===== src/source/dmem_pkg.sv =====
package dmem_pkg;

    localparam int TAG_W = 6;

    // Store bit on top of funct3
    typedef enum logic [3:0] {
        LB  = 4'b0000,
        LH  = 4'b0001,
        LW  = 4'b0010,
        LBU = 4'b0100,
        LHU = 4'b0101,
        SB  = 4'b1000,
        SH  = 4'b1001,
        SW  = 4'b1010
    } mem_op_e;

    typedef enum logic {
        SRC_LOAD   = 1'b0,
        SRC_COMMIT = 1'b1
    } src_e;

    typedef struct packed {
        mem_op_e            op;
        logic [31:0]        addr;
        logic [TAG_W-1:0]   tag;
    } ls_req_t;

    typedef struct packed {
        mem_op_e            op;
        logic [31:0]        addr;
        logic [31:0]        data;  // Store data or speculative load value
        logic [TAG_W-1:0]   tag;
    } commit_req_t;

    typedef struct packed {
        src_e               source;
        logic [TAG_W-1:0]   tag;
        logic [31:0]        data;
        logic               exception;
    } done_t;

    // Picks the lane out of a word and extends it to 32 bits
    function automatic logic [31:0] load_extract(input logic [31:0] word,
                                                 input logic [1:0]  lane,
                                                 input mem_op_e     op);
        logic [7:0]  byte_val;
        logic [15:0] half_val;
        byte_val = word[{lane, 3'b000} +: 8];
        half_val = lane[1] ? word[31:16] : word[15:0];  // Halves use lane bit 1 only
        case (op)
            LB:      return {{24{byte_val[7]}}, byte_val};
            LH:      return {{16{half_val[15]}}, half_val};
            LW:      return word;
            LBU:     return {24'd0, byte_val};
            LHU:     return {16'd0, half_val};
            default: return 32'd0;  // Store ops carry no load value
        endcase
    endfunction

    // Writes the store lane into the old word
    function automatic logic [31:0] store_merge(input logic [31:0] old_word,
                                                input logic [31:0] data,
                                                input logic [1:0]  lane,
                                                input mem_op_e     op);
        logic [31:0] word;
        word = old_word;
        case (op)
            SB:      word[{lane, 3'b000} +: 8] = data[7:0];
            SH:      word[{lane[1], 4'b0000} +: 16] = data[15:0];
            SW:      word = data;
            default: word = old_word;
        endcase
        return word;
    endfunction

endpackage

===== src/source/commit_unit.sv =====
`timescale 1ns/1ps

module commit_unit (
    input  logic                 clk,
    input  logic                 reset,
    input  dmem_pkg::commit_req_t req,
    input  logic                 req_valid,
    output logic                 req_ready,
    output logic [31:0]          raddr,
    input  logic [31:0]          rdata,
    output logic                 we,
    output logic [31:0]          waddr,
    output logic [31:0]          wdata,
    output dmem_pkg::done_t      out,
    output logic                 out_valid,
    input  logic                 out_ready
);

    import dmem_pkg::*;

    logic        accept;
    logic        is_store;
    logic [31:0] reload_val;
    logic        mismatch;

    assign req_ready = !out_valid || out_ready;
    assign accept    = req_valid && req_ready;
    assign is_store  = req.op inside {SB, SH, SW};

    // Port B serves both the store merge and the load re-check
    assign raddr = req.addr;

    // Store goes to memory at the accepting edge
    assign we    = accept && is_store;
    assign waddr = req.addr;
    assign wdata = store_merge(rdata, req.data, req.addr[1:0], req.op);

    // Committed load compared against what the core got speculatively
    assign reload_val = load_extract(rdata, req.addr[1:0], req.op);
    assign mismatch   = !is_store && (reload_val != req.data);

    always_ff @(posedge clk) begin
        if (reset) begin
            out_valid <= 1'b0;
        end else if (accept) begin
            out_valid <= 1'b1;
        end else if (out_ready) begin
            out_valid <= 1'b0;
        end
    end

    always_ff @(posedge clk) begin
        if (accept) begin
            out.source    <= SRC_COMMIT;
            out.tag       <= req.tag;
            out.data      <= is_store ? 32'd0 : reload_val;  // Stores report zero
            out.exception <= mismatch;  // Memory-ordering violation
        end
    end

endmodule


===== config.mk =====
export PLATFORM = sky130hd
export DESIGN_NAME = commit_unit
export DESIGN_NICKNAME = d
export VERILOG_FILES = /design/src/source/dmem_pkg.sv /design/src/source/commit_unit.sv
export SDC_FILE = /design/constraint.sdc
export NUM_CORES = 1
export LEC_CHECK = 0
export BUFFER_PORTS_ARGS = -buffer_cell sky130_fd_sc_hd__buf_2
export CORE_AREA = 2 2 97 99
export DETAILED_ROUTE_END_ITERATION = 10
export DIE_AREA = 0 0 99 101
export GPL_TIMING_DRIVEN = 0
export PLACE_DENSITY = 0.9
export SYNTH_ARGS = -nofsm -noshare
export SYNTH_HDL_FRONTEND = slang
export SYNTH_SLANG_ARGS = --single-unit

===== constraint.sdc =====
create_clock -name clk -period 4.7 [get_ports clk]
set_input_delay 0.47 -clock clk [delete_from_list [all_inputs] [get_ports clk]]
set_output_delay 0.47 -clock clk [all_outputs]
set_load 0.005 [all_outputs]

==> reports/metrics.cfg <==
[route]
via_per_inst=6.03
first_pass_iters=9
wl_um=16100
drt_iter0_drc=542
route.vias.total=4665
remaining_drc_errors=0
post_drt_wl_per_cell_um=20.8
ant_nets=0

[layout]
insertedDiodeCount=0
syn_to_final_growth_pct=34.8
final_cell_mix=buf_2 (218), buf_4 (68), nand2_1 (40)
fillCellCount=833
final_net_count=777
layout_commonest_cell=buf_2
layout-drive-gt1-share_pct=46.5

[critical_path]
cp.required_ps=4230
critPathSlowestCell=nor4_2
r2r-end=out[0]$_DFFE_PP_
critPathBufInv=5
start_kind=primary input
r2r-start=out_valid$_SDFFE_PP0P_
crit_family=simple AND/OR/NAND/NOR gates
max_stage_delay_ps=910
reg2regPathDepth=2
cp_cell_sequence=clkbuf_1 > inv_1 > nand2_1 > or3_1 > clkbuf_1 > nor4_2 > a222oi_1 > inv_1 > buf_2
r2r_slack_ps=3130
cp_max_fo=9
path_class=primary input to output port
worstPathArrival_ps=3140
critPathCaptureType=output port

[pwr]
p_per_area_mw_per_mm2=215
ir_drop_v=0.0000906
p_leak_nw=2.51

[synthesis]
synth_nets=555
synth_warnings=0
synth.area.top_cells=edfxtp_1 (30%), buf_4 (13%), a222oi_1 (6.5%)
synth_largest_area_cell=edfxtp_1
netlist_instances=440
synth_area_per_cell_um2=8.74
syn_area_mm2=0.00384
ys_ff_latch=40
synthFlopType=edfxtp_1
async_flop_share_pct=0
synth-edff-count=39
ys_seq_area_share_pct=31.0
synth_cell_types=59
synth_top_cell_area_share_pct=30.5

[clocking]
cts_root_buf=clkbuf_8
cts_tree=done
clk_path_buf_depth=2
cts_setup_buffers=0
cts_made_buffers=5
clkLatencyLatePin_ps=310
cts_hold_buf=0
cts-htree-levels=2
cts_sinks=40
cts_resized=0
path_clk_slew_ps=90

[grt]
grt_pass1_vias=4382
overflow=0
grtUsageTotal_pct=30.4
grt_pass1_wl_um=23500
antenna_found_initial=0
grt_max_degree=41

[floorplan]
die_w_um=99
rows=35
initial_core_util_pct=42.8
dieArea_mm2=0.0100
die_h_um=101
io_pins=249
core_mm2=0.00898

[worst_hold_path]
hold_path_class=primary input to flop
whs_path_depth=2
worstHoldStart=reset
hold_end=out_valid$_SDFFE_PP0P_

[timing]
whs_ps=317
layout_min_cycle_time_ps=3610
slew_headroom_pct=18.3
drv_slew=0
setup_viol_count_final=0
tightest_slew_ps=1220
rsz0062_at_grt=no
skew_ps=9.80
fmax_mhz=277
hold_viol=0
tns_ps=0
finalCritPeriodShare_pct=76.7

[job]
cap_violations=0

[place]
portBuffers=214
gp_congestion=0.976
detailed_place_hpwl_um=12900

[run_status]
status=finished, final reports clean

report_power, final:
group	switching (mW)	internal, mW	leakage [nW]
Clock	0.146	0.160	0.0548
Combinational	0.208	0.176	2.06
Sequential	0.00542	0.420	0.394
cell usage after synthesis, drive strengths merged (4+ instances only):
library cell and n:
and2 6, a31oi 5, nand2b 7, xnor2 5, edfxtp 39, inv 24, buf 71, a221o 12
mux2i 9, xor2 11, ha 5, a222oi 25, clkbuf 11, nor2 18, nand3 4, a22o 8
nor3 6, o21ai 21, a22oi 4, a21oi 39, nor2b 23, nand2 41, nor4 9
layout make-up:
| cell class | count | area, um2 | area share, % |
|---|---|---|---|
| plain buffers | 82 | 567 | 10.9 |
| clock inverters | 3 | 46.3 | 0.893 |
| multi-input cells | 294 | 2000 | 38.7 |
| well taps | 111 | 139 | 2.68 |
| repair buffers | 215 | 1080 | 20.8 |
| inverters | 24 | 90.1 | 1.74 |
| clock buffers | 5 | 68.8 | 1.33 |
| flip-flops and latches | 40 | 1190 | 23.0 |
cells by family after synthesis:
logic type | after synthesis | synth area share, %
compound gates | 133 | 25.3
simple gates | 128 | 18.0
buf+inv | 106 | 17.1
flops | 40 | 31.0
xor+xnor | 16 | 3.64
mux | 11 | 3.22
fa+ha+maj | 5 | 1.63
other cells | 1 | 0.0975
how the worst max path moves through the flow:
stage	from	end	slack, ps	cells past startpoint
floorplan	req[70]	out[0]$_DFFE_PP_	1860	9
global placement	req[39]	wdata[26]	990	10
detailed placement	req[39]	wdata[26]	1050	10
CTS	req[39]	wdata[26]	1050	10
global route	req[72]	wdata[15]	940	9
finish	req[72]	wdata[15]	1090	9
metrics by stage:
| step | area, um2 | power (mW) | util (%) | cells | setup slack [ps] |
|---|---|---|---|---|---|
| 3_3_place_gp | 5050 | 0.806 | 56.3 | 765 | 990 |
| 6_report | 5180 | 1.12 | 57.7 | 774 | 1090 |
| 2_1_floorplan | 3840 | 0.627 | - | 440 | 1860 |
| 5_1_grt | 5180 | 1.16 | 57.7 | 774 | 943 |
| 3_5_place_dp | 5060 | 0.810 | 56.3 | 765 | 1050 |
| 4_1_cts | 5170 | 1.11 | 57.6 | 773 | 1050 |
per-layer routing:
metal  global-route usage [%]  part of all wire [%]  up-vias
met5                        0                     0        -
met4                     13.2                   3.6        0
met3                     4.79                    10       51
met1                     37.3                    37     2175
met2                     52.8                    49      393
li1                         -                     -     2046
registers in the layout (all words and copies together) (netlist names):
signal	cells
out	39
out_valid	1
(Power assumes the default switching activity.)
