`src/source/dmem_pkg.sv`:
```
package dmem_pkg;

    localparam int TAG_W = 6;

    // Store bit on top of funct3
    typedef enum logic [3:0] {
        LB  = 4'b0000,
        LH  = 4'b0001,
        LW  = 4'b0010,
        LBU = 4'b0100,
        LHU = 4'b0101,
        SB  = 4'b1000,
        SH  = 4'b1001,
        SW  = 4'b1010
    } mem_op_e;

    typedef enum logic {
        SRC_LOAD   = 1'b0,
        SRC_COMMIT = 1'b1
    } src_e;

    typedef struct packed {
        mem_op_e            op;
        logic [31:0]        addr;
        logic [TAG_W-1:0]   tag;
    } ls_req_t;

    typedef struct packed {
        mem_op_e            op;
        logic [31:0]        addr;
        logic [31:0]        data;  // Store data or speculative load value
        logic [TAG_W-1:0]   tag;
    } commit_req_t;

    typedef struct packed {
        src_e               source;
        logic [TAG_W-1:0]   tag;
        logic [31:0]        data;
        logic               exception;
    } done_t;

    // Picks the lane out of a word and extends it to 32 bits
    function automatic logic [31:0] load_extract(input logic [31:0] word,
                                                 input logic [1:0]  lane,
                                                 input mem_op_e     op);
        logic [7:0]  byte_val;
        logic [15:0] half_val;
        byte_val = word[{lane, 3'b000} +: 8];
        half_val = lane[1] ? word[31:16] : word[15:0];  // Halves use lane bit 1 only
        case (op)
            LB:      return {{24{byte_val[7]}}, byte_val};
            LH:      return {{16{half_val[15]}}, half_val};
            LW:      return word;
            LBU:     return {24'd0, byte_val};
            LHU:     return {16'd0, half_val};
            default: return 32'd0;  // Store ops carry no load value
        endcase
    endfunction

    // Writes the store lane into the old word
    function automatic logic [31:0] store_merge(input logic [31:0] old_word,
                                                input logic [31:0] data,
                                                input logic [1:0]  lane,
                                                input mem_op_e     op);
        logic [31:0] word;
        word = old_word;
        case (op)
            SB:      word[{lane, 3'b000} +: 8] = data[7:0];
            SH:      word[{lane[1], 4'b0000} +: 16] = data[15:0];
            SW:      word = data;
            default: word = old_word;
        endcase
        return word;
    endfunction

endpackage
```
`src/source/resp_merge.sv`:
```
`timescale 1ns/1ps

module resp_merge (
    input  logic            clk,
    input  logic            reset,
    input  dmem_pkg::done_t ld_in,
    input  dmem_pkg::done_t cm_in,
    input  logic            ld_valid,
    input  logic            cm_valid,
    output logic            ld_ready,
    output logic            cm_ready,
    output dmem_pkg::done_t out,
    output logic            out_valid,
    input  logic            out_ready
);

    logic take;

    // Output slot empty or draining
    assign take = !out_valid || out_ready;

    // Commits first since they hold up retirement
    assign cm_ready = take;
    assign ld_ready = take && !cm_valid;

    always_ff @(posedge clk) begin
        if (reset) begin
            out_valid <= 1'b0;
        end else if (take) begin
            out_valid <= cm_valid || ld_valid;
        end
    end

    // Held stable while blocked
    always_ff @(posedge clk) begin
        if (take) begin
            if (cm_valid) begin
                out <= cm_in;
            end else if (ld_valid) begin
                out <= ld_in;
            end
        end
    end

endmodule

```
`config.mk`:
```
export PLATFORM = sky130hd
export DESIGN_NAME = resp_merge
export DESIGN_NICKNAME = d
export VERILOG_FILES = /design/src/source/dmem_pkg.sv /design/src/source/resp_merge.sv
export SDC_FILE = /design/constraint.sdc
export NUM_CORES = 1
export LEC_CHECK = 0
export ABC_AREA = 1
export ABC_CLOCK_PERIOD_IN_PS = 3600
export BUFFER_PORTS_ARGS = -buffer_cell sky130_fd_sc_hd__buf_2
export CAP_MARGIN = 20
export CORE_UTILIZATION = 41
export DETAILED_ROUTE_END_ITERATION = 10
export PLACE_DENSITY = 0.8
export SLEW_MARGIN = 10
export SYNTH_ARGS = -nofsm -noshare
export SYNTH_HDL_FRONTEND = slang
export SYNTH_SLANG_ARGS = --single-unit
```
`constraint.sdc`:
```
create_clock -name clk -period 3.6 [get_ports clk]
set_input_delay 0.72 -clock clk [delete_from_list [all_inputs] [get_ports clk]]
set_output_delay 0.72 -clock clk [all_outputs]
set_load 0.05 [all_outputs]
```
==> results of run 1 <==
cells by family (layout without fill, tap and decap cells):
logic type,after synthesis,in the layout,share of synthesized area (%)
flip-flops,41,41,65.72
AND/OR/NAND/NOR,124,124,26.80
AO/OA/AOI/OAI,1,1,0.2691
buffers and inverters,12,140,7.205
power by group through the flow:
stage / registers, W / logic, W / clock network (W)
floorplan: 0.000757 / 0.0000728 / 0
global placement: 0.000598 / 0.000312 / 0
detailed placement: 0.000599 / 0.000316 / 0
CTS: 0.000588 / 0.000316 / 0.000361
global route: 0.000591 / 0.000334 / 0.000383
finish: 0.000588 / 0.000313 / 0.000349
state kept, by name, indices dropped and copies added, names as in the netlist:
register	cells
out	40
out_valid	1
final cells by class:
class	instances	area [µm²]	share of cell area, %
sequential	41	1221	47.47
timing repair buffer	129	650.6	25.29
multi-input combinational	125	510.5	19.84
clock buffer	6	72.57	2.821
tap	52	65.06	2.529
clock inverter	2	33.78	1.313
inverter	3	18.77	0.7296
cell usage in the layout (no fill, tap or decap), drive strengths merged:
master  netlist  layout
inv           3       3
a21oi         1       1
buf           5     129
edfxtp       40      40
clkbuf        4       6
bufinv        0       1
nand2       121     121
dfxtp         1       1
nor2          3       3
clkinv        0       1
final timing paths:
kind	endpoint	slack (ns)	start
worst max-delay path	ld_ready	1.36	cm_valid
worst max register to register	out[15]	1.82	out_valid
worst min register to register	out_valid	0.52	out_valid
worst min-delay path	out_valid	0.52	out_valid
worst reg2reg max path: stages, from the launching register on:
cell and delay (ns):
dfxtp_1 0.32, nand2_1 0.10, inv_1 0.09, nor2_4 0.67
buf_4 0.32
per-stage QoR:
step / setup slack (ns) / instance area [µm²]
detailed placement: 1.290 / 2466
floorplan: 0.2360 / 1858
finish: 1.363 / 2572
global placement: 1.341 / 2466
CTS: 1.359 / 2572
global route: 1.289 / 2572
routing by layer:
layer	up-vias	wire length (µm)	track usage (%)
li1	816	-	-
met1	656	1437	16.28
met2	73	1878	30.96
met3	4	318	6.105
met4	0	40	5.442
met5	-	0	0
==> out/metrics.yaml, run 1 <==
post-cts-setup-buffer-count: 0
syn_area_per_cell_um2: 10.44
h-tree-depth: 2
worst_ir_drop_vdd_mv: 0.2615
synthArstFlopShare_pct: 0
synth-edff-count: 40
first_pass_iters: 4
grt_pass1_wl_um: 6182
finalPower_w: 0.001250
grt_setup_unrepaired: "no"
yosysUniqueCellTypes: 11
clock_skew_ns: 0.005743
path_depth: 4
clk_pin_slew_ns: 0.08
gp_congestion: 0.6555
holdWs_ns: 0.5175
cpMostUsedCell: "buf_2"
wl_um: 3674
hold_path_class: "reg -> reg"
combPwrFrac_pct: 25.0
place_hpwl_um: 2709
powerDensity_nw_per_um2: 485.9
synthMostInstantiatedCell: "nand2_1"
yosysTopAreaCellShare_pct: 64.65
drtIter0Drc: 68
cts_made_buffers: 5
synth_area_um2: 1858
min_period_over_period_pct: 62.15
synthTopCellsByArea: "edfxtp_1 65%, nand2_1 22%, nand2_2 4.4%, clkbuf_8 3.0%, buf_6 2.4%"
vias: 1549
cp.arrival_ns: 1.52
yosysSeqAreaShare_pct: 65.72
clk_latency_ns: 0.29
wl_per_cell_um: 10.26
startpoint_type: "primary input"
intPower_w: 0.0008639
io_buffers: 127
start_util_pct: 42.67
cts-resized-gates: 0
end_kind: "output pin"
slew_headroom_pct: 42.08
die_h_um: 69.32
root_buffer: "clkbuf_8"
final_cells: 358
crit_chain: "buf_2 > buf_4 > nor2_1 > buf_2"
grt_use_total_pct: 16.39
status: "finished, final reports clean"
ys_ff_latch: 41
reg2reg_depth: 4
antenna_left: 0
hold_viol: 0
routed_via_density: 4.327
antenna_cells: 0
p_seq_share_pct: 47.0
dp.cells: 350
clock_sinks: 41
slowest_stage: "buf_4"
fill_cells: 373
yosys-top-cells-count: "108 x nand2_1, 40 x edfxtp_1, 13 x nand2_2"
yosysWarnings: 0
synthFlopType: "edfxtp_1"
antenna_found_initial: 0
ios: 128
cts_tree: "done"
clock_path_buffers: 2
critical_path_class: "in -> out"
setup-tns-final_ns: 0
synthCells: 178
drv_slew: 0
die_x_um: 69.32
switching_share_pct: 30.89
whs_path_depth: 2
syn_nets: 263
yosys.area.top_type: "edfxtp_1"
worst-slew-pin-transition_ns: 0.8667
p_sw_w: 0.0003861
path_max_fanout: 42
dieArea_um2: 4805
min_period_ns: 2.237
critPathBufInv: 3
nets: 390
critical_path_required_ns: 2.88
pwr-share-clk_pct: 27.9
critical-path-top-delay-family: "buffers and inverters"
grt_pass1_vias: 1467
syn2layout_area_growth_pct: 38.45
drc: 0
drive_gt1_share_pct: 49.02
setup_viol: 0
clock.fmax_mhz: 446.9
core_um2: 4354
maxCapViolCount: 0
utilization_pct: 59.08
num_rows: 24
grt_overflow: 0
cpPeakStageDelay_ns: 0.37
leakage_nw: 1.365
hold_buffers: 0
grt_max_degree: 43
(Power assumes the default switching activity.)
==> run 2: changes to the inputs <==
--- a/config.mk
+++ b/config.mk
@@ -6,12 +6,12 @@
 export NUM_CORES = 1
 export LEC_CHECK = 0
 export ABC_AREA = 1
-export ABC_CLOCK_PERIOD_IN_PS = 3600
+export ABC_CLOCK_PERIOD_IN_PS = 2000
 export BUFFER_PORTS_ARGS = -buffer_cell sky130_fd_sc_hd__buf_2
 export CAP_MARGIN = 20
-export CORE_UTILIZATION = 41
+export CORE_UTILIZATION = 37
 export DETAILED_ROUTE_END_ITERATION = 10
-export PLACE_DENSITY = 0.8
+export PLACE_DENSITY = 0.76
 export SLEW_MARGIN = 10
 export SYNTH_ARGS = -nofsm -noshare
 export SYNTH_HDL_FRONTEND = slang
==> constraint.sdc (replaced) <==
create_clock -name clk -period 2 [get_ports clk]
set_input_delay 0.4 -clock clk [delete_from_list [all_inputs] [get_ports clk]]
set_output_delay 0.4 -clock clk [all_outputs]
set_load 0.05 [all_outputs]
==> run 2 against run 1 <==
Net effect:
- clock power up 41%
- core utilization down 5.2 points
- sequential share of layout area fell by 0.12 points
- register-to-register slack lost 1.0 ns
- largest cell class unchanged
- first-iteration DRC count shrank 10%
- non-clock buffer count is the same
- critical path depth unchanged
- combinational power grew 83%
==> out/metrics.yaml, run 2 (synthesized netlist as in run 1, its figures left out) <==
post-cts-setup-buffer-count: 0  # unchanged
end_kind: "output pin"
combPwrFrac_pct: 27.0  # +2.0 points
setup_viol: 0  # unchanged
first_pass_iters: 5  # +1
min_period_ns: 1.503
antenna_left: 0  # unchanged
io_buffers: 127  # unchanged
startpoint_type: "flip-flop"
vias: 1585  # +2.3%
cts_tree: "done"
routed_via_density: 4.261  # -1.5%
dp_slack_ns: 0.3376  # -0.9527 ns
syn2layout_area_growth_pct: 38.79
grt_overflow: 0  # unchanged
switching_share_pct: 32.77  # +1.9 points
grt_pass1_wl_um: 6030  # -2.5%
setup_slack_ns: 0.4969  # -0.8656 ns
wl_um: 4001  # +8.9%
reg.largest.list: "out: 40 flops, out_valid: 1 flops"
gp_congestion: 0.6588  # +0.50%
powerDensity_nw_per_um2: 822.7  # +69%
clock_sinks: 41  # unchanged
critical_path_class: "reg -> out"
p_seq_share_pct: 49.9  # +2.9 points
setup-tns-final_ns: 0  # unchanged
grt_use_total_pct: 15.28  # -1.1 points
pwr-share-clk_pct: 23.1  # -4.8 points
grt_max_degree: 41  # -4.7%
drive_gt1_share_pct: 49.51  # +0.49 points
regMostFlops: "out"
largest_register_ffs: 40  # unchanged
grt_pass1_vias: 1419  # -3.3%
grt_setup_unrepaired: "no"
maxCapViolCount: 0  # unchanged
cts_made_buffers: 5  # unchanged
final_common_cell: "buf_2"
num_rows: 25  # +4.2%
antenna_cells: 0  # unchanged
place_area_um2: 2502  # +1.5%
cts-resized-gates: 0  # unchanged
dieArea_um2: 5309  # +10%
drc: 0  # unchanged
multi_input_area_um2: 515.5  # +0.98%
hold_viol: 0  # unchanged
drv_slew: 0  # unchanged
antenna_found_initial: 0  # unchanged
place_hpwl_um: 2901  # +7.1%
leakage_nw: 1.356  # -0.63%
path_max_fanout: 3  # -93%
clock_skew_ns: 0.003492  # -0.002251 ns
grt_util_met2_pct: 28.76  # -2.2 points
hold_path_class: "in -> reg"
ff_latch_area_um2: 1221  # unchanged
status: "finished, final reports clean"
h-tree-depth: 2  # unchanged
grt_util_met1_pct: 14.65  # -1.6 points
critical_path_required_ns: 1.60  # -1.28 ns
die_x_um: 72.87  # +5.1%
worst_ir_drop_vdd_mv: 0.3579  # +37%
wl_per_cell_um: 10.76  # +4.8%
min_period_over_period_pct: 75.15
worst-slew-pin-transition_ns: 0.3385  # -0.5283 ns
hold_buffers: 0  # unchanged
final_cell_area_um2: 2579  # +0.24%
root_buffer: "clkbuf_8"
clock.fmax_mhz: 665.3
ios: 128  # unchanged
intPower_w: 0.001426  # +65%
cp.arrival_ns: 1.10  # -0.42 ns
layout_common_cells: "127 x buf_2, 107 x nand2_1, 40 x edfxtp_1"
start_util_pct: 38.82  # -3.8 points
die_h_um: 72.87  # +5.1%
clk_pin_slew_ns: 0.07  # about the same
drtIter0Drc: 61  # -10%
nets: 390  # unchanged
p_sw_w: 0.0006952  # +80%
slew_headroom_pct: 77.43  # +35 points
grt_util_met3_pct: 5.939  # -0.17 points
fill_cells: 452  # +21%
grt_busiest_layer: "met2"
clock_path_buffers: 2  # unchanged
clk_latency_ns: 0.28  # about the same
core_um2: 4786  # +9.9%
run 2: changes by cell type in the layout (fill, tap and decap cells not counted), sizes merged:
cell    previous run  this run
bufinv             1         0
run 2: power by group through the flow:
stage	Sequential (W)	Combinational, W	Clock, W
final	0.00106	0.000573	0.000491
after global routing	0.00107	0.000610	0.000542
after CTS	0.00106	0.000578	0.000508
after detailed placement	0.00108	0.000577	0
after global placement	0.00107	0.000571	0
after floorplan	0.00136	0.000134	0
run 2: worst paths after layout:
check / start / end / slack [ns] / cells after the start
worst max-delay path: out_valid / ld_ready / 0.50 / 4
worst min-delay path: reset / out_valid / 0.26 / 2
worst max register to register: out_valid / out[1] / 0.81 / 4
worst min register to register: out_valid / out_valid / 0.50 / 2
run 2: critical path: stages, from the launching register on:
cell	delay, ns
dfxtp_1	0.32
nand2_2	0.08
inv_1	0.08
nor2_2	0.08
buf_2	0.26
run 2: cell type report:
| class | count | area share, % |
|---|---|---|
| clock buffer | 6 | 2.814 |
| clock inverter | 1 | 0.1456 |
| inverter | 3 | 0.7278 |
| multi-input combinational | 125 | 19.99 |
| sequential | 41 | 47.36 |
| tap | 67 | 3.251 |
| timing repair buffer | 129 | 25.72 |
run 2: routing by layer:
layer  wire, µm  share of wire [%]  vias up
li1           -                  -      818
met1       1484                 37      680
met2       2087                 52       83
met3        377                9.4        4
met4         52                1.3        0
met5          0                  0        -
run 2: metrics by stage:
stage                     util (%)  hold WS, ns  power, W  instances
after floorplan                  -       0.4691  0.001494        178
after global placement       52.29       0.4800  0.001646        365
after detailed placement     52.29       0.4862  0.001655        365
after CTS                    53.88       0.2535  0.002145        372
after global routing         53.88       0.2506  0.002217        372
final                        53.88       0.2644  0.002122        372
