`src/source/dmem_pkg.sv`:
```
package dmem_pkg;

    localparam int TAG_W = 6;

    // Store bit on top of funct3
    typedef enum logic [3:0] {
        LB  = 4'b0000,
        LH  = 4'b0001,
        LW  = 4'b0010,
        LBU = 4'b0100,
        LHU = 4'b0101,
        SB  = 4'b1000,
        SH  = 4'b1001,
        SW  = 4'b1010
    } mem_op_e;

    typedef enum logic {
        SRC_LOAD   = 1'b0,
        SRC_COMMIT = 1'b1
    } src_e;

    typedef struct packed {
        mem_op_e            op;
        logic [31:0]        addr;
        logic [TAG_W-1:0]   tag;
    } ls_req_t;

    typedef struct packed {
        mem_op_e            op;
        logic [31:0]        addr;
        logic [31:0]        data;  // Store data or speculative load value
        logic [TAG_W-1:0]   tag;
    } commit_req_t;

    typedef struct packed {
        src_e               source;
        logic [TAG_W-1:0]   tag;
        logic [31:0]        data;
        logic               exception;
    } done_t;

    // Picks the lane out of a word and extends it to 32 bits
    function automatic logic [31:0] load_extract(input logic [31:0] word,
                                                 input logic [1:0]  lane,
                                                 input mem_op_e     op);
        logic [7:0]  byte_val;
        logic [15:0] half_val;
        byte_val = word[{lane, 3'b000} +: 8];
        half_val = lane[1] ? word[31:16] : word[15:0];  // Halves use lane bit 1 only
        case (op)
            LB:      return {{24{byte_val[7]}}, byte_val};
            LH:      return {{16{half_val[15]}}, half_val};
            LW:      return word;
            LBU:     return {24'd0, byte_val};
            LHU:     return {16'd0, half_val};
            default: return 32'd0;  // Store ops carry no load value
        endcase
    endfunction

    // Writes the store lane into the old word
    function automatic logic [31:0] store_merge(input logic [31:0] old_word,
                                                input logic [31:0] data,
                                                input logic [1:0]  lane,
                                                input mem_op_e     op);
        logic [31:0] word;
        word = old_word;
        case (op)
            SB:      word[{lane, 3'b000} +: 8] = data[7:0];
            SH:      word[{lane[1], 4'b0000} +: 16] = data[15:0];
            SW:      word = data;
            default: word = old_word;
        endcase
        return word;
    endfunction

endpackage
```
`src/source/spec_load_unit.sv`:
```
`timescale 1ns/1ps

module spec_load_unit (
    input  logic             clk,
    input  logic             reset,
    input  dmem_pkg::ls_req_t req,
    input  logic             req_valid,
    output logic             req_ready,
    output logic [31:0]      raddr,
    input  logic [31:0]      rdata,
    output dmem_pkg::done_t  out,
    input  logic             out_ready,
    output logic             out_valid
);

    import dmem_pkg::*;

    logic        accept;
    logic [31:0] load_val;

    // Free slot, or the held record leaves this cycle
    assign req_ready = !out_valid || out_ready;
    assign accept    = req_valid && req_ready;

    assign raddr    = req.addr;  // Port A, combinational
    assign load_val = load_extract(rdata, req.addr[1:0], req.op);

    always_ff @(posedge clk) begin
        if (reset) begin
            out_valid <= 1'b0;
        end else if (accept) begin
            out_valid <= 1'b1;
        end else if (out_ready) begin
            out_valid <= 1'b0;  // Drained with nothing behind it
        end
    end

    // Payload only loads on acceptance
    always_ff @(posedge clk) begin
        if (accept) begin
            out.source    <= SRC_LOAD;
            out.tag       <= req.tag;
            out.data      <= load_val;
            out.exception <= 1'b0;  // Speculative loads never fault here
        end
    end

endmodule

```
`config.mk`:
```
export PLATFORM = sky130hd
export DESIGN_NAME = spec_load_unit
export DESIGN_NICKNAME = d
export VERILOG_FILES = /design/src/source/dmem_pkg.sv /design/src/source/spec_load_unit.sv
export SDC_FILE = /design/constraint.sdc
export NUM_CORES = 1
export LEC_CHECK = 0
export BUFFER_PORTS_ARGS = -buffer_cell sky130_fd_sc_hd__buf_2
export CORE_ASPECT_RATIO = 1.1
export CORE_UTILIZATION = 42
export DETAILED_ROUTE_END_ITERATION = 10
export PLACE_DENSITY = 0.83
export SKIP_CTS_REPAIR_TIMING = 1
export SLEW_MARGIN = 15
export SYNTH_ARGS = -nofsm -noshare
export SYNTH_HDL_FRONTEND = slang
export SYNTH_SLANG_ARGS = --single-unit
```
`constraint.sdc`:
```
create_clock -name clk -period 4.6 [get_ports clk]
set_clock_uncertainty 0.2 [all_clocks]
set_input_delay 0.46 -clock clk [delete_from_list [all_inputs] [get_ports clk]]
set_output_delay 0.46 -clock clk [all_outputs]
set_load 0.005 [all_outputs]
```
==> results of run 1 <==
==> cells by family after synthesis <==
group                  count (synthesis)
AO/OA/AOI/OAI                         21
buffers and inverters                 42
flip-flops                            39
multiplexers                          10
other                                  1
AND/OR/NAND/NOR                       57
==> state kept, by name, indices dropped and copies added, names as in the netlist <==
signal and count:
out 38, out_valid 1
==> power by group through the flow <==
stage	registers (mW)	logic [mW]	clock network [mW]
4_1_cts	0.425	0.107	0.336
3_5_place_dp	0.433	0.107	0
3_3_place_gp	0.432	0.103	0
2_1_floorplan	0.436	0.0663	0
5_1_grt	0.427	0.117	0.346
6_report	0.424	0.106	0.331
==> cell type report <==
cell class              count  share of cell area (%)
clock buffers               6                    2.99
clock inverters             2                    2.47
inverters                   1                   0.155
multi-input cells          90                    25.3
flip-flops and latches     39                    47.8
well taps                  56                    2.89
repair buffers             89                    18.4
==> layer usage <==
layer | up-vias | routed length [um]
met5 | - | 0
met4 | 0 | 163
met2 | 81 | 2610
li1 | 698 | -
met1 | 711 | 1790
met3 | 22 | 439
==> synthesized netlist by cell type <==
| cell type | n | area share, % |
|---|---|---|
| sky130_fd_sc_hd__buf_4 | 35 | 13 |
| sky130_fd_sc_hd__o221ai_1 | 1 | 0.42 |
| sky130_fd_sc_hd__conb_1 | 1 | 0.18 |
| sky130_fd_sc_hd__o311ai_4 | 1 | 1.3 |
| sky130_fd_sc_hd__o21ai_0 | 1 | 0.24 |
| sky130_fd_sc_hd__nand2_1 | 36 | 6.5 |
| sky130_fd_sc_hd__o21bai_4 | 1 | 0.90 |
| sky130_fd_sc_hd__buf_2 | 2 | 0.48 |
| sky130_fd_sc_hd__clkbuf_1 | 2 | 0.36 |
| sky130_fd_sc_hd__and3_1 | 2 | 0.60 |
| sky130_fd_sc_hd__a221o_1 | 15 | 7.2 |
| sky130_fd_sc_hd__nor2b_4 | 1 | 0.66 |
| sky130_fd_sc_hd__mux2i_1 | 7 | 3.4 |
| sky130_fd_sc_hd__nand2b_1 | 2 | 0.60 |
| sky130_fd_sc_hd__a21oi_1 | 2 | 0.48 |
| sky130_fd_sc_hd__mux2_2 | 1 | 0.54 |
| sky130_fd_sc_hd__buf_6 | 2 | 1.1 |
| sky130_fd_sc_hd__nor2_1 | 9 | 1.6 |
| sky130_fd_sc_hd__edfxtp_1 | 38 | 55 |
| sky130_fd_sc_hd__nor2_4 | 1 | 0.54 |
| sky130_fd_sc_hd__nor3_1 | 2 | 0.48 |
| sky130_fd_sc_hd__mux4_2 | 2 | 2.2 |
| sky130_fd_sc_hd__and2_1 | 3 | 0.90 |
| sky130_fd_sc_hd__dfxtp_1 | 1 | 0.96 |
| sky130_fd_sc_hd__nor3b_2 | 1 | 0.60 |
| sky130_fd_sc_hd__inv_1 | 1 | 0.18 |
==> path summary, 6_finish.rpt <==
path                               start                endpoint
setup reg to reg  out_valid$_SDFFE_PP0P_       out[23]$_DFFE_PP_
hold / removal                     reset  out_valid$_SDFFE_PP0P_
hold reg to reg   out_valid$_SDFFE_PP0P_  out_valid$_SDFFE_PP0P_
setup / recovery                  req[7]       out[31]$_DFFE_PP_
==> cells in the final DEF, fill, tap and decap left out, drive strengths merged <==
master,n
dfxtp,1
nand2b,2
nand2,36
nor3b,1
buf,89
o221ai,1
and3,2
nor3,2
a21oi,2
o21ai,1
mux2,1
conb,2
nor2,10
edfxtp,38
bufinv,2
o21bai,1
clkbuf,6
mux4,2
mux2i,7
nor2b,1
inv,1
o311ai,1
and2,3
a221o,15
==> through the flow <==
stage / setup WS (ns) / utilization, % / power [mW] / hold WS [ns] / cell area, sq um
CTS: 2.44 / 51.8 / 0.868 / 0.121 / 2430
detailed placement: 2.13 / 49.0 / 0.540 / 0.328 / 2290
global route: 2.32 / 51.8 / 0.890 / 0.135 / 2430
global placement: 2.21 / 49.0 / 0.535 / 0.291 / 2290
finish: 2.44 / 51.8 / 0.861 / 0.124 / 2430
floorplan: 2.45 / - / 0.503 / 0.322 / 2080
==> results.md, run 1 <==
- The run finished with clean final reports.
- Setup repair after global routing left no endpoint under its margin.
- After synthesis, the largest family of logic cells by area is buffers and inverters.
- Before antenna repair, the detailed router went through 4 iterations.
- Entering global routing, the biggest net connects 39 pins.
- The area of combinational cells with multiple inputs is slightly above 600 sq um.
- The slowest library cell on the worst path is sky130_fd_sc_hd__o311ai_4.
- The synthesized netlist devotes 0% of its cell area to adder and majority cells.
- The count of final hold-check violations is 0.
- The relative slew slack is between 40% and 50%.
- The total leakage power is between 1 and 1.5 nW.
- The die is 69.1 um wide.
- The clock input transition at the sequential cells of the worst setup and hold paths is ~0.08 ns.
- The total power per unit cell area is roughly 350 nW/um^2.
- The detail route stage leaves a number of antenna-violating nets equal to 0.
- Traced cell by cell, the critical path runs through buf_2 > mux2_2 > o311ai_4 > nand2_1.
- The total buffers and inverters traversed by the critical path is 1.
- The count of final setup violators is 0.
- The logic depth of the worst register-to-register path is 2.
- The global routing stage identified its most utilized layer as met2.
- Fill cells in the final layout number 423.
- The clock latency on the worst-skew pair is about 0.29 ns.
- The critical path is of the in2reg type.
- STA classifies the critical path startpoint as an input pin.
- The row count is 26.
- 0 antenna diodes ended up in the layout.
- The fraction of layout instances using a drive strength above 1 is a little under half.
- Counting every sink on the clock net gives 39.
- At the pin with the least slew margin, the transition time is roughly 0.86 ns.
- For this run, the number of Yosys warnings is 0.
- The peak supply drop is about 130 uV.
- Global routing used 5.82% of the available met3 tracks.
- Pin placement for this block handled 152 I/O pins.
- After detailed routing, the number of remaining DRC violations is 0.
- The detailed placement HPWL is 3860 um.
- After synthesis, flip-flops and latches occupy about 56% of the total area.
- The sort of element at the end of the critical path is a flip-flop.
- The number of instances in the synthesized netlist is 170.
- In the global route stage, overall resource usage came out at a little under a fifth.
- Detailed routing inserted a total of around 1500 vias.
- The worst hold path class is in2reg.
- The average wire per standard cell is about 18 um.
- The maximum cell stage delay along the critical path is roughly 0.6 ns.
- Relative to the synthesized area, the layout overhead comes to 16.9%.
- In the global route stage, met1 resource usage came out at between 10% and 20%.
- The peak clock frequency supported by timing is 462 MHz.
- The core footprint is 4680 sq um.
- Of the total power, the clock network draws about two fifths.
- The number of clock buffers added by TritonCTS is 5.
- Dividing the final minimum period by the clock period gives a little under half.
- Per report_power, the combinational group accounts for between 10% and 20% of the total.
- The initial utilization of the core area, before any placement, comes to roughly 44%.
- After the first detailed-routing iteration, the DRC count stood at about 160.
- The number of slew-limit violations in the final report came to 0.
- The die extent in y is ~76 um.
- The switching power of the nets is 176 uW.
- Max-cap violations in this run came to 0.
- Of the total synthesized cell area, the portion taken by XOR and XNOR cells is 0%.
- Grouping stages by cell kind, the critical path spends the most delay in compound AO/OA/AOI/OAI gates.
- Summed over all layers, the routed wires come to 5010 um.
- The worst register-to-register path has a setup slack of around 2.9 ns.
- The netlist uses 26 different library cells.
- A synthesized cell averages around 12 sq um.
- In this run the number of cells on the critical path is 4.
- Global routing consumed, on the met2 layer, around 34% of the routing resources.
- The number of antenna violations at the first check in global routing is 0.
- The finished layout holds approximately 280 standard cells, fillers aside.
- For this run, the post-layout net count is 304.
- The area used by sequential logic in the layout is ~1200 sq um.
- Of the total power, the share spent switching nets is between 20% and 30%.
- Counting tap cells, the placed design contains a total of roughly 280 instances.
- The number of instances on the worst hold path is 2.
- The maximum fanout along the worst path is 16.
- Data on the critical path arrives at its endpoint at roughly 2 ns.
- The cell sitting at the root of the clock tree is a sky130_fd_sc_hd__clkbuf_8.
- TritonCTS built the clock tree.
- At the worst endpoint, the required time is about 4.4 ns.
- After synthesis, the share of cell area in mux cells is under 10%.
- After synthesis the cells add up to roughly 2100 sq um.
- The internal power of the cells totals around 680 uW.
- After routing, the total negative slack on setup checks comes to 0 ns.
- The number of buffers between clock root and the deepest sink is 2.
- Summing the areas of all and, or, nand and nor instances in the mapped netlist gives approximately 13% of the synthesized area.
- The first-pass GRT wire length is slightly above 7000 um.
- The number of global-route vias before repair was around 1400.
- Dividing the detail-routed via count by the number of cells gives about 5.3.
- For the finished layout, the period the worst path requires is between 2 and 2.5 ns.
- CTS built an H-tree with a depth of 2.
- The share of total power in sequential cells is roughly 49%.
- The die covers 5230 sq um.
- The total congestion overflow after global routing is 0.
- Buffers placed on the I/O ports in this run total between 80 and 90.
- The routability congestion estimate is about 0.74.
- The flip-flop and latch count after synthesis is 39.
- Summing the areas of all compound-gate instances in the mapped netlist gives 10.5% of the synthesized area.
Power figures use the tool's default switching activity.
==> run 2: changes to the inputs <==
--- a/config.mk
+++ b/config.mk
@@ -7,9 +7,9 @@
 export LEC_CHECK = 0
 export BUFFER_PORTS_ARGS = -buffer_cell sky130_fd_sc_hd__buf_2
 export CORE_ASPECT_RATIO = 1.1
-export CORE_UTILIZATION = 42
+export CORE_UTILIZATION = 41
 export DETAILED_ROUTE_END_ITERATION = 10
-export PLACE_DENSITY = 0.83
+export PLACE_DENSITY = 0.81
 export SKIP_CTS_REPAIR_TIMING = 1
 export SLEW_MARGIN = 15
 export SYNTH_ARGS = -nofsm -noshare
==> constraint.sdc (replaced) <==
create_clock -name clk -period 2.05 [get_ports clk]
set_clock_uncertainty 0.2 [all_clocks]
set_input_delay 0.205 -clock clk [delete_from_list [all_inputs] [get_ports clk]]
set_output_delay 0.205 -clock clk [all_outputs]
set_load 0.005 [all_outputs]
==> results.md, run 2 (same netlist as run 1, synthesis figures left out) <==
- The cell-internal power was 1.55 mW (+130%).
- The worst hold path class is in2reg.
- The final-stage net count is 317 (+4.3%).
- The total global-route track usage is 18.0% (-0.57 points).
- The routability congestion estimate came to 0.806 (+9.3%).
- The number of optimization iterations in the first detailed-route pass is 4 (unchanged).
- The average wire per standard cell came to 17.1 um (-3.4%).
- The number of buffers added on ports was 89 (unchanged).
- The flow ran to the end, and the final reports show no timing, DRC or antenna violations.
- The number of clock buffers inserted by TritonCTS was 5 (unchanged).
- The detailed placement HPWL is 3720 um (-3.6%).
- The area of the die came to 5350 sq um (+2.4%).
- The maximum number of pins on one net before global-route repair was 39 (unchanged).
- The register containing the most flip-flops in the final layout is out.
- The sink count of the clock tree came to 39 (unchanged).
- The row count is 26 (unchanged).
- The count of final setup violators was 0 (unchanged).
- The share of total power in sequential cells came to 48.7% (-0.6 points).
- The summed area of non-filler cells in the final layout is 2560 sq um (+5.3%).
- The starting density of the core came to 43.7% (-0.61 points).
- The depth of the CTS H-tree is 2 (unchanged).
- The DRC violation count after routing came to 0 (unchanged).
- The fraction of layout instances using a drive strength above 1 is 45.4% (-0.84 points).
- The minimum period implied by the final worst setup slack is about 1.5 ns.
- The area of combinational cells with multiple inputs is 613 sq um (-0.20%).
- After layout, the worst path uses between 70% and 80% of the clock period.
- In the final layout, the registers with the most flip-flops are out: 38 flops, out_valid: 1 flops.
- The final total negative setup slack came to 0 ns (unchanged).
- The number of antenna violations at the first check in global routing was 0 (unchanged).
- The top-level I/O count is 152 (unchanged).
- The number of inserted filler cells in the final layout is 397 (-6.1%).
- The first-pass GRT wire length is 7260 um (-0.29%).
- The core footprint is 4750 sq um (+1.4%).
- The number of diodes came to 0 (unchanged).
- The number of slew-limit violations in the final report is 0 (unchanged).
- The kind of start point of the critical path is an input pin.
- The instance area at placement was 2340 sq um (+2.1%).
- The worst-margin pin slew is 0.527 ns (-0.336 ns).
- The clock latency on the worst-skew pair is 0.29 ns (about the same).
- The area used by sequential logic in the layout came to 1160 sq um (unchanged).
- The register-to-register path setup slack is 0.70 ns (-2.16 ns).
- The number of global-route vias before repair is 1445 (+1.6%).
- The number of buffers between clock root and the deepest sink is 2 (unchanged).
- The total congestion overflow after global routing is 0 (unchanged).
- In the layout the commonest cells are 89 x sky130_fd_sc_hd__buf_2, 38 x sky130_fd_sc_hd__edfxtp_1, 36 x sky130_fd_sc_hd__nand2_1.
- The clock tree root buffer cell is sky130_fd_sc_hd__clkbuf_8.
- From synthesis to final layout, the design area changed by 23.1%.
- STA classifies the critical path endpoint as a flip-flop.
- The worst setup path is of the in2reg kind.
- The count of final hold-check violations is 0 (unchanged).
- Based on the critical path, the design can be clocked at up to between 600 and 700 MHz.
- The aggregate routed wire length was 5060 um (+1.0%).
- The relative slew slack is 64.6% (+22 points).
- Setup repair after global routing left no endpoint under its margin.
- The most frequent standard cell in the layout excluding fill and tap cells is sky130_fd_sc_hd__buf_2.
- The number of max-capacitance violations reported is 0 (unchanged).
- The worst hold slack is 0.00905 ns (-0.115 ns).
- The endpoint arrival time on the critical path is 1.52 ns (-0.45 ns).
- The clock input transition at the sequential cells of the worst setup and hold paths is 0.07 ns (about the same).
- The clock tree from TritonCTS is built.
- The instance count after placement with tap cells included is 280 (+1.8%).
- The initial DRC count is 92 (-43%).
- The required time of the critical path is 2.08 ns (-2.32 ns).
- The overall die width came to 69.9 um (+1.2%).
- The switching part of the total power was 20.5% (+0.029 points).
- The fraction of power consumed by combinational cells is 13.3% (+1.0 points).
- The post-route non-filler standard cell count is 296 (+4.6%).
- The via density per instance is 5.24 (-1.9%).
- The total via count in the routed design came to 1551 (+2.6%).
- The peak supply drop came to 307 uV (+130%).
- The flip-flop count of the largest register, all copies and words added was 38 (unchanged).
- The count of nets left with antenna violations after detail routing is 0 (unchanged).
- The total leakage power is 1.18 nW (+5.6%).
- The total power per unit cell area is 765 nW/um^2 (+120%).
- The clock share of power is 38.0% (-0.4 points).
- The maximum fanout along the worst path is 1 (-15).
- The die extent in y came to 76.7 um (+1.2%).
- The switching power of the nets came to 401 uW (+130%).
run 2: cell types whose count changed in the layout (fill, tap and decap cells not counted):
cell                            previous run  this run
sky130_fd_sc_hd__buf_4                     0         4
sky130_fd_sc_hd__and2_2                    1         0
sky130_fd_sc_hd__dlygate4sd3_1             0         8
sky130_fd_sc_hd__buf_12                    0         1
sky130_fd_sc_hd__and2_1                    2         3
run 2: metal layers:
metal	track usage (%)	routed length [um]	share of wire, %	up-vias
met2	31.3	2650	52	97
met4	12.0	172	3.4	0
met5	0	0	0	-
met1	18.4	1740	34	713
met3	5.39	500	9.9	22
li1	-	-	-	719
run 2: power by group through the flow:
stage	registers, mW	logic, mW	clock network (mW)
after CTS	0.952	0.250	0.753
after detailed placement	0.970	0.250	0
after global placement	0.967	0.243	0
after global routing	0.957	0.283	0.785
after floorplan	0.979	0.149	0
final	0.952	0.261	0.743
run 2: layout make-up:
| cell class | instances | share of cell area [%] |
|---|---|---|
| Sequential cell | 39 | 45.4 |
| Timing Repair Buffer | 102 | 22.5 |
| Multi-Input combinational cell | 90 | 24.0 |
| Clock buffer | 6 | 2.84 |
| Tap cell | 56 | 2.74 |
| Inverter | 1 | 0.147 |
| Clock inverter | 2 | 2.35 |
run 2: path summary, 6_finish.rpt:
kind / startpoint / endpoint / cells after the start
worst max register to register: out_valid$_SDFFE_PP0P_ / out_valid$_SDFFE_PP0P_ / 3
worst max-delay path: reset / out_valid$_SDFFE_PP0P_ / 4
worst min register to register: out_valid$_SDFFE_PP0P_ / out[38]$_DFFE_PP_ / 3
worst min-delay path: rdata[20] / out[21]$_DFFE_PP_ / 3
run 2: stage by stage:
stage          util (%)  worst slack [ns]  power [mW]
2_1_floorplan         -            0.0819        1.13
3_3_place_gp       49.3             0.317        1.21
3_5_place_dp       49.3             0.260        1.22
4_1_cts            52.1             0.570        1.96
5_1_grt            53.8             0.501        2.03
6_report           53.8             0.567        1.96
run 2: critical path, stage by stage:
cell and delay [ns]:
sky130_fd_sc_hd__dlygate4sd3_1 0.55, sky130_fd_sc_hd__buf_2 0.12, sky130_fd_sc_hd__a21oi_1 0.10, sky130_fd_sc_hd__dlygate4sd3_1 0.55
